File: config.mk
export PLATFORM = sky130hd
export DESIGN_NAME = llc_cfg_top
export DESIGN_NICKNAME = d
export VERILOG_FILES = /design/src/verilog/llc_cfg_pkg.sv /design/src/verilog/llc_ecc_pkg.sv /design/src/verilog/ecc_bank_monitor.sv /design/src/verilog/ecc_manager.sv /design/src/verilog/llc_cfg_regs.sv /design/src/verilog/llc_reg_demux.sv /design/src/verilog/llc_cfg_top.sv
export SDC_FILE = /design/constraint.sdc
export NUM_CORES = 1
export LEC_CHECK = 0
export BUFFER_PORTS_ARGS = -buffer_cell sky130_fd_sc_hd__buf_2
export CAP_MARGIN = 20
export CORE_AREA = 2 2 217 219
export CTS_BUF_LIST = sky130_fd_sc_hd__clkbuf_8 sky130_fd_sc_hd__clkbuf_16
export DETAILED_ROUTE_END_ITERATION = 10
export DIE_AREA = 0 0 219 221
export HOLD_SLACK_MARGIN = 0.15
export PLACE_DENSITY = 0.83
export SLEW_MARGIN = 20
export SYNTH_ARGS = -nofsm -noshare
export SYNTH_HDL_FRONTEND = slang
export SYNTH_HIERARCHICAL = 1
export SYNTH_SLANG_ARGS = --single-unit
File: constraint.sdc
create_clock -name clk_i -period 4.6 [get_ports clk_i]
set_clock_uncertainty 0.05 [all_clocks]
set_input_delay 1.15 -clock clk_i [delete_from_list [all_inputs] [get_ports clk_i]]
set_output_delay 1.15 -clock clk_i [all_outputs]
set_load 0.01 [all_outputs]
File: src/verilog/llc_cfg_pkg.sv
// LLC configuration package
// Register bus request and response structs, address map and cache register constants

`default_nettype none

package llc_cfg_pkg;

  // Register bus widths
  localparam int unsigned RegAddrWidth = 12;
  localparam int unsigned RegDataWidth = 32;

  // Upper bound on ways, one enable or flush bit per way in a data word
  localparam int unsigned MaxWays = 32;

  // Request, one cycle with valid set
  typedef struct packed {
    logic                    valid;
    logic                    write;
    logic [RegAddrWidth-1:0] addr;
    logic [RegDataWidth-1:0] wdata;
  } reg_req_t;

  // Response, valid pulses one cycle after the request
  typedef struct packed {
    logic                    valid;
    logic [RegDataWidth-1:0] rdata;
    logic                    error;
  } reg_rsp_t;

  // Cache register byte addresses
  localparam logic [RegAddrWidth-1:0] SpmEnAddr   = 12'h000;
  localparam logic [RegAddrWidth-1:0] FlushAddr   = 12'h004;
  localparam logic [RegAddrWidth-1:0] VersionAddr = 12'h008;

  // Start of the ECC manager region
  localparam logic [RegAddrWidth-1:0] EccOffset = 12'h040;

  // Read-only version word
  localparam logic [RegDataWidth-1:0] LlcVersion = 32'h0001_0000;

endpackage

`default_nettype wire

File: src/verilog/llc_ecc_pkg.sv
// ECC manager package
// ECC event and bank control structs, bank register layout

`default_nettype none

package llc_ecc_pkg;

  // Each bank owns 16 bytes of register space
  localparam int unsigned BankStride = 16;
  localparam int unsigned FieldWidth = $clog2(BankStride);

  // Field offsets inside one bank
  localparam logic [FieldWidth-1:0] FaultCountOffs = 4'h0;
  localparam logic [FieldWidth-1:0] UncorrOffs     = 4'h4;
  localparam logic [FieldWidth-1:0] ScrubIntOffs   = 4'h8;

  // Saturating fault counter and scrub interval widths
  localparam int unsigned CountWidth    = 16;
  localparam int unsigned IntervalWidth = 16;

  // ECC report of one bank for one cycle
  typedef struct packed {
    logic single_err;
    logic multi_err;
  } ecc_event_t;

  // Per-bank write strobes from the register decoder
  typedef struct packed {
    logic                     clr_count;
    logic                     clr_uncorr;
    logic                     int_we;
    logic [IntervalWidth-1:0] int_data;
  } bank_ctrl_t;

endpackage

`default_nettype wire

File: src/verilog/ecc_bank_monitor.sv
// ECC bank monitor
// Saturating fault counter, sticky uncorrectable flag and periodic scrub timer

`timescale 1ns/1ps
`default_nettype none

module ecc_bank_monitor (
  input  logic                                  clk_i,
  input  logic                                  arst_n_i,
  input  llc_ecc_pkg::ecc_event_t               event_i,
  input  llc_ecc_pkg::bank_ctrl_t               ctrl_i,
  output logic [llc_ecc_pkg::CountWidth-1:0]    count_o,
  output logic                                  uncorr_o,
  output logic [llc_ecc_pkg::IntervalWidth-1:0] interval_o,
  output logic                                  scrub_o
);

  logic [llc_ecc_pkg::CountWidth-1:0]    count_q;
  logic                                  uncorr_q;
  logic [llc_ecc_pkg::IntervalWidth-1:0] interval_q;
  logic [llc_ecc_pkg::IntervalWidth-1:0] timer_q;
  logic                                  fault;
  logic                                  timer_wrap;

  // Single or multi error counts once per cycle
  assign fault = event_i.single_err || event_i.multi_err;

  // Fault counter, clear beats a same-cycle event
  always_ff @(posedge clk_i or negedge arst_n_i) begin
    if (!arst_n_i) begin
      count_q <= '0;
    end else if (ctrl_i.clr_count) begin
      count_q <= '0;
    end else if (fault && (count_q != '1)) begin
      count_q <= count_q + 1'b1;
    end
  end

  // Sticky uncorrectable flag
  always_ff @(posedge clk_i or negedge arst_n_i) begin
    if (!arst_n_i) begin
      uncorr_q <= 1'b0;
    end else if (ctrl_i.clr_uncorr) begin
      uncorr_q <= 1'b0;
    end else if (event_i.multi_err) begin
      uncorr_q <= 1'b1;
    end
  end

  always_ff @(posedge clk_i or negedge arst_n_i) begin
    if (!arst_n_i) begin
      interval_q <= '0;
    end else if (ctrl_i.int_we) begin
      interval_q <= ctrl_i.int_data;
    end
  end

  // Last cycle of an interval of N, so wraps come N cycles apart
  assign timer_wrap = (interval_q != '0) && (timer_q == interval_q - 1'b1);

  // Timer idles at zero while the interval is zero
  always_ff @(posedge clk_i or negedge arst_n_i) begin
    if (!arst_n_i) begin
      timer_q <= '0;
    end else if (ctrl_i.int_we || timer_wrap || (interval_q == '0)) begin
      timer_q <= '0;
    end else begin
      timer_q <= timer_q + 1'b1;
    end
  end

  assign count_o    = count_q;
  assign uncorr_o   = uncorr_q;
  assign interval_o = interval_q;
  assign scrub_o    = timer_wrap;

  // The count only goes down when software clears it
  a_count_clear_only: assert property (@(posedge clk_i) disable iff (!arst_n_i)
    (count_q < $past(count_q)) |-> $past(ctrl_i.clr_count));

endmodule

`default_nettype wire

File: src/verilog/ecc_manager.sv
// ECC manager read and scrub logic
// Returns the selected bank field and merges tag and data scrub pulses per way

`timescale 1ns/1ps
`default_nettype none

module ecc_manager #(
  parameter int unsigned NumWays = 4
) (
  input  logic [2*NumWays-1:0][llc_ecc_pkg::CountWidth-1:0]    count_i,
  input  logic [2*NumWays-1:0]                                 uncorr_i,
  input  logic [2*NumWays-1:0][llc_ecc_pkg::IntervalWidth-1:0] interval_i,
  input  logic [2*NumWays-1:0]                                 scrub_i,
  input  logic [$clog2(2*NumWays)-1:0]                         bank_sel_i,
  input  logic [llc_ecc_pkg::FieldWidth-1:0]                   field_sel_i,
  output logic [llc_cfg_pkg::RegDataWidth-1:0]                 rdata_o,
  output logic [NumWays-1:0]                                   scrub_trigger_o
);

  localparam int unsigned NumBanks = 2 * NumWays;

  // Field read, zero-extended to the bus width
  always_comb begin
    rdata_o = '0;
    // Selects past the last bank are flagged by the decoder
    if (bank_sel_i < NumBanks) begin
      case (field_sel_i)
        llc_ecc_pkg::FaultCountOffs: begin
          rdata_o[llc_ecc_pkg::CountWidth-1:0] = count_i[bank_sel_i];
        end
        llc_ecc_pkg::UncorrOffs: begin
          rdata_o[0] = uncorr_i[bank_sel_i];
        end
        llc_ecc_pkg::ScrubIntOffs: begin
          rdata_o[llc_ecc_pkg::IntervalWidth-1:0] = interval_i[bank_sel_i];
        end
        default: begin
          rdata_o = '0;
        end
      endcase
    end
  end

  // Lower half of the banks are tags, upper half data
  // Either one asks the cache to scrub that way
  assign scrub_trigger_o = scrub_i[NumWays-1:0] | scrub_i[NumBanks-1:NumWays];

endmodule

`default_nettype wire

File: src/verilog/llc_cfg_regs.sv
// LLC cache configuration registers
// Scratch-pad enable mask, pending flush mask and read-only version

`timescale 1ns/1ps
`default_nettype none

module llc_cfg_regs #(
  parameter int unsigned NumWays = 4
) (
  input  logic                                 clk_i,
  input  logic                                 arst_n_i,
  input  logic                                 we_i,
  input  logic [llc_cfg_pkg::RegAddrWidth-1:0] addr_i,
  input  logic [llc_cfg_pkg::RegDataWidth-1:0] wdata_i,
  output logic [llc_cfg_pkg::RegDataWidth-1:0] rdata_o,
  input  logic [NumWays-1:0]                   flush_done_i,
  output logic [NumWays-1:0]                   spm_en_o,
  output logic [NumWays-1:0]                   flush_o
);

  logic [NumWays-1:0] spm_en_q;
  logic [NumWays-1:0] flush_q;
  logic [NumWays-1:0] flush_set;
  logic               flush_we;

  // Write data trimmed to the ways that exist
  assign flush_we  = we_i && (addr_i == llc_cfg_pkg::FlushAddr);
  assign flush_set = flush_we ? wdata_i[NumWays-1:0] : '0;

  always_ff @(posedge clk_i or negedge arst_n_i) begin
    if (!arst_n_i) begin
      spm_en_q <= '0;
    end else if (we_i && (addr_i == llc_cfg_pkg::SpmEnAddr)) begin
      spm_en_q <= wdata_i[NumWays-1:0];
    end
  end

  // Writes only set bits, done clears them
  // Clear wins when both hit the same way
  always_ff @(posedge clk_i or negedge arst_n_i) begin
    if (!arst_n_i) begin
      flush_q <= '0;
    end else begin
      flush_q <= (flush_q | flush_set) & ~flush_done_i;
    end
  end

  assign spm_en_o = spm_en_q;
  assign flush_o  = flush_q;

  // Read mux, masks zero-extended to the bus width
  always_comb begin
    rdata_o = '0;
    case (addr_i)
      llc_cfg_pkg::SpmEnAddr: begin
        rdata_o[NumWays-1:0] = spm_en_q;
      end
      llc_cfg_pkg::FlushAddr: begin
        rdata_o[NumWays-1:0] = flush_q;
      end
      // Version ignores writes
      llc_cfg_pkg::VersionAddr: begin
        rdata_o = llc_cfg_pkg::LlcVersion;
      end
      default: begin
        rdata_o = '0;
      end
    endcase
  end

  // A pending flush bit only appears after a flush register write
  a_flush_needs_write: assert property (@(posedge clk_i) disable iff (!arst_n_i)
    ((flush_q & ~$past(flush_q)) != '0) |-> $past(flush_we));

endmodule

`default_nettype wire

File: src/verilog/llc_reg_demux.sv
// LLC register demux
// Steers bus requests to cache registers or ECC banks, registers the response

`timescale 1ns/1ps
`default_nettype none

module llc_reg_demux #(
  parameter int unsigned NumWays = 4
) (
  input  logic                                             clk_i,
  input  logic                                             arst_n_i,
  input  llc_cfg_pkg::reg_req_t                            req_i,
  output llc_cfg_pkg::reg_rsp_t                            rsp_o,
  output logic                                             cfg_we_o,
  output logic [llc_cfg_pkg::RegAddrWidth-1:0]             cfg_addr_o,
  output logic [llc_cfg_pkg::RegDataWidth-1:0]             cfg_wdata_o,
  input  logic [llc_cfg_pkg::RegDataWidth-1:0]             cfg_rdata_i,
  output llc_ecc_pkg::bank_ctrl_t [2*NumWays-1:0]          bank_ctrl_o,
  output logic [$clog2(2*NumWays)-1:0]                     ecc_bank_sel_o,
  output logic [llc_ecc_pkg::FieldWidth-1:0]               ecc_field_sel_o,
  input  logic [llc_cfg_pkg::RegDataWidth-1:0]             ecc_rdata_i
);

  localparam int unsigned NumBanks     = 2 * NumWays;
  localparam int unsigned BankIdxWidth = $clog2(NumBanks);
  localparam int unsigned AddrWidth    = llc_cfg_pkg::RegAddrWidth;
  localparam int unsigned FieldWidth   = llc_ecc_pkg::FieldWidth;

  logic                               is_cfg;
  logic                               is_ecc;
  logic                               ecc_wr;
  logic [AddrWidth-1:0]               ecc_addr;
  logic [AddrWidth-FieldWidth-1:0]    bank_full;
  logic [FieldWidth-1:0]              field;
  logic                               field_ok;
  logic [llc_cfg_pkg::RegDataWidth-1:0] rdata_mux;
  logic                               rsp_valid_q;
  logic                               rsp_err_q;
  logic [llc_cfg_pkg::RegDataWidth-1:0] rsp_rdata_q;

  // Only the three cache words are mapped below the ECC region
  assign is_cfg = (req_i.addr == llc_cfg_pkg::SpmEnAddr) ||
                  (req_i.addr == llc_cfg_pkg::FlushAddr) ||
                  (req_i.addr == llc_cfg_pkg::VersionAddr);

  // Rebase into the ECC region, then split into bank and field
  assign ecc_addr  = req_i.addr - llc_cfg_pkg::EccOffset;
  assign bank_full = ecc_addr[AddrWidth-1:FieldWidth];
  assign field     = ecc_addr[FieldWidth-1:0];
  assign field_ok  = (field == llc_ecc_pkg::FaultCountOffs) ||
                     (field == llc_ecc_pkg::UncorrOffs) ||
                     (field == llc_ecc_pkg::ScrubIntOffs);
  assign is_ecc    = (req_i.addr >= llc_cfg_pkg::EccOffset) && (bank_full < NumBanks) && field_ok;

  // Cache register side
  assign cfg_we_o    = req_i.valid && req_i.write && is_cfg;
  assign cfg_addr_o  = req_i.addr;
  assign cfg_wdata_o = req_i.wdata;

  // ECC read select
  assign ecc_bank_sel_o  = bank_full[BankIdxWidth-1:0];
  assign ecc_field_sel_o = field;

  // Per-bank strobes, writes only
  assign ecc_wr = req_i.valid && req_i.write && is_ecc;

  always_comb begin
    for (int unsigned b = 0; b < NumBanks; b++) begin
      bank_ctrl_o[b].clr_count  = ecc_wr && (bank_full == b) &&
                                  (field == llc_ecc_pkg::FaultCountOffs);
      bank_ctrl_o[b].clr_uncorr = ecc_wr && (bank_full == b) &&
                                  (field == llc_ecc_pkg::UncorrOffs);
      bank_ctrl_o[b].int_we     = ecc_wr && (bank_full == b) &&
                                  (field == llc_ecc_pkg::ScrubIntOffs);
      // Interval data is shared, only the strobe selects the bank
      bank_ctrl_o[b].int_data   = req_i.wdata[llc_ecc_pkg::IntervalWidth-1:0];
    end
  end

  // Read data pick, zero on writes and unmapped accesses
  always_comb begin
    rdata_mux = '0;
    if (!req_i.write && is_cfg) begin
      rdata_mux = cfg_rdata_i;
    end else if (!req_i.write && is_ecc) begin
      rdata_mux = ecc_rdata_i;
    end
  end

  always_ff @(posedge clk_i or negedge arst_n_i) begin
    if (!arst_n_i) begin
      rsp_valid_q <= 1'b0;
    end else begin
      rsp_valid_q <= req_i.valid;
    end
  end

  // Response payload, captured with each request
  always_ff @(posedge clk_i) begin
    if (req_i.valid) begin
      rsp_rdata_q <= rdata_mux;
      rsp_err_q   <= !(is_cfg || is_ecc);
    end
  end

  assign rsp_o = '{valid: rsp_valid_q, rdata: rsp_rdata_q, error: rsp_err_q};

  // An error response never carries read data
  a_err_zero_data: assert property (@(posedge clk_i) disable iff (!arst_n_i)
    (rsp_o.valid && rsp_o.error) |-> (rsp_o.rdata == '0));

endmodule

`default_nettype wire

File: src/verilog/llc_cfg_top.sv
// LLC configuration and ECC front end
// Register demux, cache registers, per-bank ECC monitors and ECC manager

`timescale 1ns/1ps
`default_nettype none

module llc_cfg_top #(
  parameter int unsigned NumWays = 4
) (
  input  logic                                  clk_i,
  input  logic                                  arst_n_i,
  input  llc_cfg_pkg::reg_req_t                 req_i,
  output llc_cfg_pkg::reg_rsp_t                 rsp_o,
  input  llc_ecc_pkg::ecc_event_t [NumWays-1:0] tag_ecc_i,
  input  llc_ecc_pkg::ecc_event_t [NumWays-1:0] data_ecc_i,
  input  logic [NumWays-1:0]                    flush_done_i,
  output logic [NumWays-1:0]                    spm_en_o,
  output logic [NumWays-1:0]                    flush_o,
  output logic [NumWays-1:0]                    scrub_trigger_o
);

  localparam int unsigned NumBanks     = 2 * NumWays;
  localparam int unsigned BankIdxWidth = $clog2(NumBanks);

  // One mask bit per way must fit in a data word
  if ((NumWays < 1) || (NumWays > llc_cfg_pkg::MaxWays)) begin : gen_bad_ways
    $error("NumWays out of range");
  end

  logic                                                cfg_we;
  logic [llc_cfg_pkg::RegAddrWidth-1:0]                cfg_addr;
  logic [llc_cfg_pkg::RegDataWidth-1:0]                cfg_wdata;
  logic [llc_cfg_pkg::RegDataWidth-1:0]                cfg_rdata;
  llc_ecc_pkg::bank_ctrl_t [NumBanks-1:0]              bank_ctrl;
  logic [BankIdxWidth-1:0]                             bank_sel;
  logic [llc_ecc_pkg::FieldWidth-1:0]                  field_sel;
  logic [llc_cfg_pkg::RegDataWidth-1:0]                ecc_rdata;
  llc_ecc_pkg::ecc_event_t [NumBanks-1:0]              bank_event;
  logic [NumBanks-1:0][llc_ecc_pkg::CountWidth-1:0]    count;
  logic [NumBanks-1:0]                                 uncorr;
  logic [NumBanks-1:0][llc_ecc_pkg::IntervalWidth-1:0] interval;
  logic [NumBanks-1:0]                                 scrub;

  // Tag banks first, data banks after
  assign bank_event = {data_ecc_i, tag_ecc_i};

  llc_reg_demux #(
    .NumWays ( NumWays )
  ) i_llc_reg_demux (
    .clk_i           ( clk_i     ),
    .arst_n_i        ( arst_n_i  ),
    .req_i           ( req_i     ),
    .rsp_o           ( rsp_o     ),
    .cfg_we_o        ( cfg_we    ),
    .cfg_addr_o      ( cfg_addr  ),
    .cfg_wdata_o     ( cfg_wdata ),
    .cfg_rdata_i     ( cfg_rdata ),
    .bank_ctrl_o     ( bank_ctrl ),
    .ecc_bank_sel_o  ( bank_sel  ),
    .ecc_field_sel_o ( field_sel ),
    .ecc_rdata_i     ( ecc_rdata )
  );

  llc_cfg_regs #(
    .NumWays ( NumWays )
  ) i_llc_cfg_regs (
    .clk_i        ( clk_i        ),
    .arst_n_i     ( arst_n_i     ),
    .we_i         ( cfg_we       ),
    .addr_i       ( cfg_addr     ),
    .wdata_i      ( cfg_wdata    ),
    .rdata_o      ( cfg_rdata    ),
    .flush_done_i ( flush_done_i ),
    .spm_en_o     ( spm_en_o     ),
    .flush_o      ( flush_o      )
  );

  for (genvar b = 0; b < NumBanks; b++) begin : gen_bank
    ecc_bank_monitor i_ecc_bank_monitor (
      .clk_i      ( clk_i         ),
      .arst_n_i   ( arst_n_i      ),
      .event_i    ( bank_event[b] ),
      .ctrl_i     ( bank_ctrl[b]  ),
      .count_o    ( count[b]      ),
      .uncorr_o   ( uncorr[b]     ),
      .interval_o ( interval[b]   ),
      .scrub_o    ( scrub[b]      )
    );
  end

  ecc_manager #(
    .NumWays ( NumWays )
  ) i_ecc_manager (
    .count_i         ( count           ),
    .uncorr_i        ( uncorr          ),
    .interval_i      ( interval        ),
    .scrub_i         ( scrub           ),
    .bank_sel_i      ( bank_sel        ),
    .field_sel_i     ( field_sel       ),
    .rdata_o         ( ecc_rdata       ),
    .scrub_trigger_o ( scrub_trigger_o )
  );

endmodule

`default_nettype wire

==> key figures <==
Run status
  • Outcome: complete, no violations

Timing
  • Final setup margin: 89.8 ps
  • Final min period: 4510 ps
  • Part of the cycle the worst path needs: 98.0%
  • F_max: 222 MHz
  • Slew Viols, Final: 0
  • Hold Fails Final Rpt: 0
  • Worst slew pin tran: 1030 ps
  • Slew Limit Headroom: 31.5%
  • Setup-failing EPs final: 0

GRT
  • Largest net degree at the start of global routing: 93
  • First-pass GRT wire length: 119000 µm
  • Vias in the first global route: 21895
  • Initial antenna violation count: 0
  • GRT Total Usage: 30.8%
  • Grt total ovfl: 0

Placement
  • HPWL after DPL: 53600 µm
  • Placed cell count: 3483
  • Pre-CTS setup slack: 147 ps
  • GPL Wtd Cong: 0.943
  • Port Buf Inserts: 97
  • Placed Area: 28600 µm²

Floorplan
  • Die height: 221 µm
  • # rows: 79
  • Die Wd: 219 µm
  • DIE AREA: 48400 µm²
  • Core footprint: 46100 µm²
  • I/O pins: 114
  • Initial Util: 63.0%

Worst setup path
  • Worst EP required: 3400 ps
  • Worst Path Arrival: 3310 ps
  • Worst setup EP type: output pin
  • Startpoint types: flop
  • Worst-path fanout max: 9
  • Crit path kind: reg2out

Synth
  • Mapped Area: 29000 µm²
  • Mapped Cells: 3038
  • Synthesized area per cell: 9.55 µm²
  • Yosys warning count: 6

Route
  • DRC: 0
  • Top Metal Used: met4
  • DR WL met2: 35300 µm
  • Met1 WL: 30600 µm
  • Routed wl met3: 6450 µm
  • 1st-iter DRT viols: 2480
  • Vias: 22745
  • Vias per cell: 6.35
  • Final ANT Viol Nets: 0
  • Average wire per standard cell: 20.9 µm
  • Drt pass-1 iters: 6
  • Total wire length: 74900 µm

Final layout
  • Antenna Cells: 0
  • Commonest non-fill, non-tap cells in the layout: dfrtp_1, nor2_1, nand2_1
  • Non-Filler Instances: 3581
  • Area grow syn2layout: 5.39%
  • Most common cell after layout, fill and taps aside: dfrtp_1
  • Nets: 3031
  • Final instance area: 30600 µm²
  • Share of layout cells above drive strength 1: 18.7%

Clock network
  • Cts bufs inserted: 48
  • CTS tree: built
  • Clock root buffer: clkbuf_16
  • Clock latency on the worst-skew pair: 620 ps
  • H-tree depth: 2
  • CTS clk-pin slew, worst paths: 60 ps
  • Clock Path Buffers: 3
  • Sink Count: 434

Power and ir drop
  • Peak VDD IR: 310 µV
  • Static Leak: 13.4 nW
  • Pwr Total: 11.8 mW
  • PwrDens: 386 nW/µm²

Run
  • Max cap viols: 0

Hold path
  • Hold Crit Class: reg2reg
layout make-up:
type | instances | area (µm²)
clock buffers | 58 | 1340
well taps | 607 | 759
fillers | 3490 | 15500
inverters | 80 | 300
multi-input cells | 2223 | 15900
clock inverters | 32 | 328
flip-flops and latches | 434 | 11000
repair buffers | 147 | 940
sequential cells by signal, summed over array words and instances (netlist names):
signal                                  count
gen_bank.i_ecc_bank_monitor/uncorr_o        8
i_llc_reg_demux/rsp_valid_q                 1
gen_bank.i_ecc_bank_monitor/interval_o    128
i_llc_cfg_regs/flush_o                      4
gen_bank.i_ecc_bank_monitor/timer_q       128
gen_bank.i_ecc_bank_monitor/count_o       128
i_llc_cfg_regs/spm_en_o                     4
i_llc_reg_demux/rsp_err_q                   1
i_llc_reg_demux/rsp_rdata_q                32
report_power, final:
part	total (mW)	switching (mW)	internal (mW)
Clock	4.02	1.66	2.36
Combinational	2.58	1.39	1.20
Sequential	5.20	0.827	4.38
Total	11.8	3.88	7.93
routing by layer:
| metal | track usage [%] | vias up |
|---|---|---|
| met2 | 49.3 | 1028 |
| li1 | - | 10300 |
| met1 | 43.2 | 11243 |
| met4 | 9.48 | 0 |
| met5 | 0 | - |
| met3 | 5.09 | 174 |
what timing repair did:
item / CTS / global route
buffers inserted: 0 / 5
hold endpoints to repair: 0 / 0
setup endpoints to repair: 4 / 4
gates resized for setup: 12 / 47
hold buffers: 0 / 0
pin swaps: 0 / 1
critical path: stages (launching register included):
cell       delay, ps
dfrtp_2          470
nor4_1           330
buf_4            200
and4b_1          290
mux2_2           360
a31o_2           280
a2111oi_2        310
buf_4            190
or2_2            100
buf_2            170
final timing paths:
| check | startpoint | end | slack (ps) | cells past startpoint |
|---|---|---|---|---|
| worst min register to register | gen_bank[0].i_ecc_bank_monitor/uncorr_o | gen_bank[0].i_ecc_bank_monitor/uncorr_o | 450 | 2 |
| worst max-delay path | gen_bank[0].i_ecc_bank_monitor/interval_o[2] | scrub_trigger_o[0] | 90 | 9 |
| max in group asynchronous | arst_n_i | gen_bank[5].i_ecc_bank_monitor/timer_q[6] | 2950 | 2 |
| min in group asynchronous | arst_n_i | gen_bank[2].i_ecc_bank_monitor/count_o[10] | 520 | 1 |
| worst min-delay path | gen_bank[0].i_ecc_bank_monitor/uncorr_o | gen_bank[0].i_ecc_bank_monitor/uncorr_o | 450 | 2 |
| worst max register to register | gen_bank[5].i_ecc_bank_monitor/interval_o[0] | gen_bank[5].i_ecc_bank_monitor/timer_q[4] | 1360 | 8 |
stage by stage:
| step | utilization [%] | hold slack, ps | setup TNS, ps |
|---|---|---|---|
| after detailed placement | 62.1 | 436 | 0 |
| final | 66.4 | 448 | 0 |
| after global placement | 62.1 | 421 | 0 |
| after CTS | 65.8 | 451 | 0 |
| after floorplan | - | 403 | 0 |
| after global routing | 66.4 | 483 | -10.5 |
No activity file was read; power rests on OpenSTA's default activity.
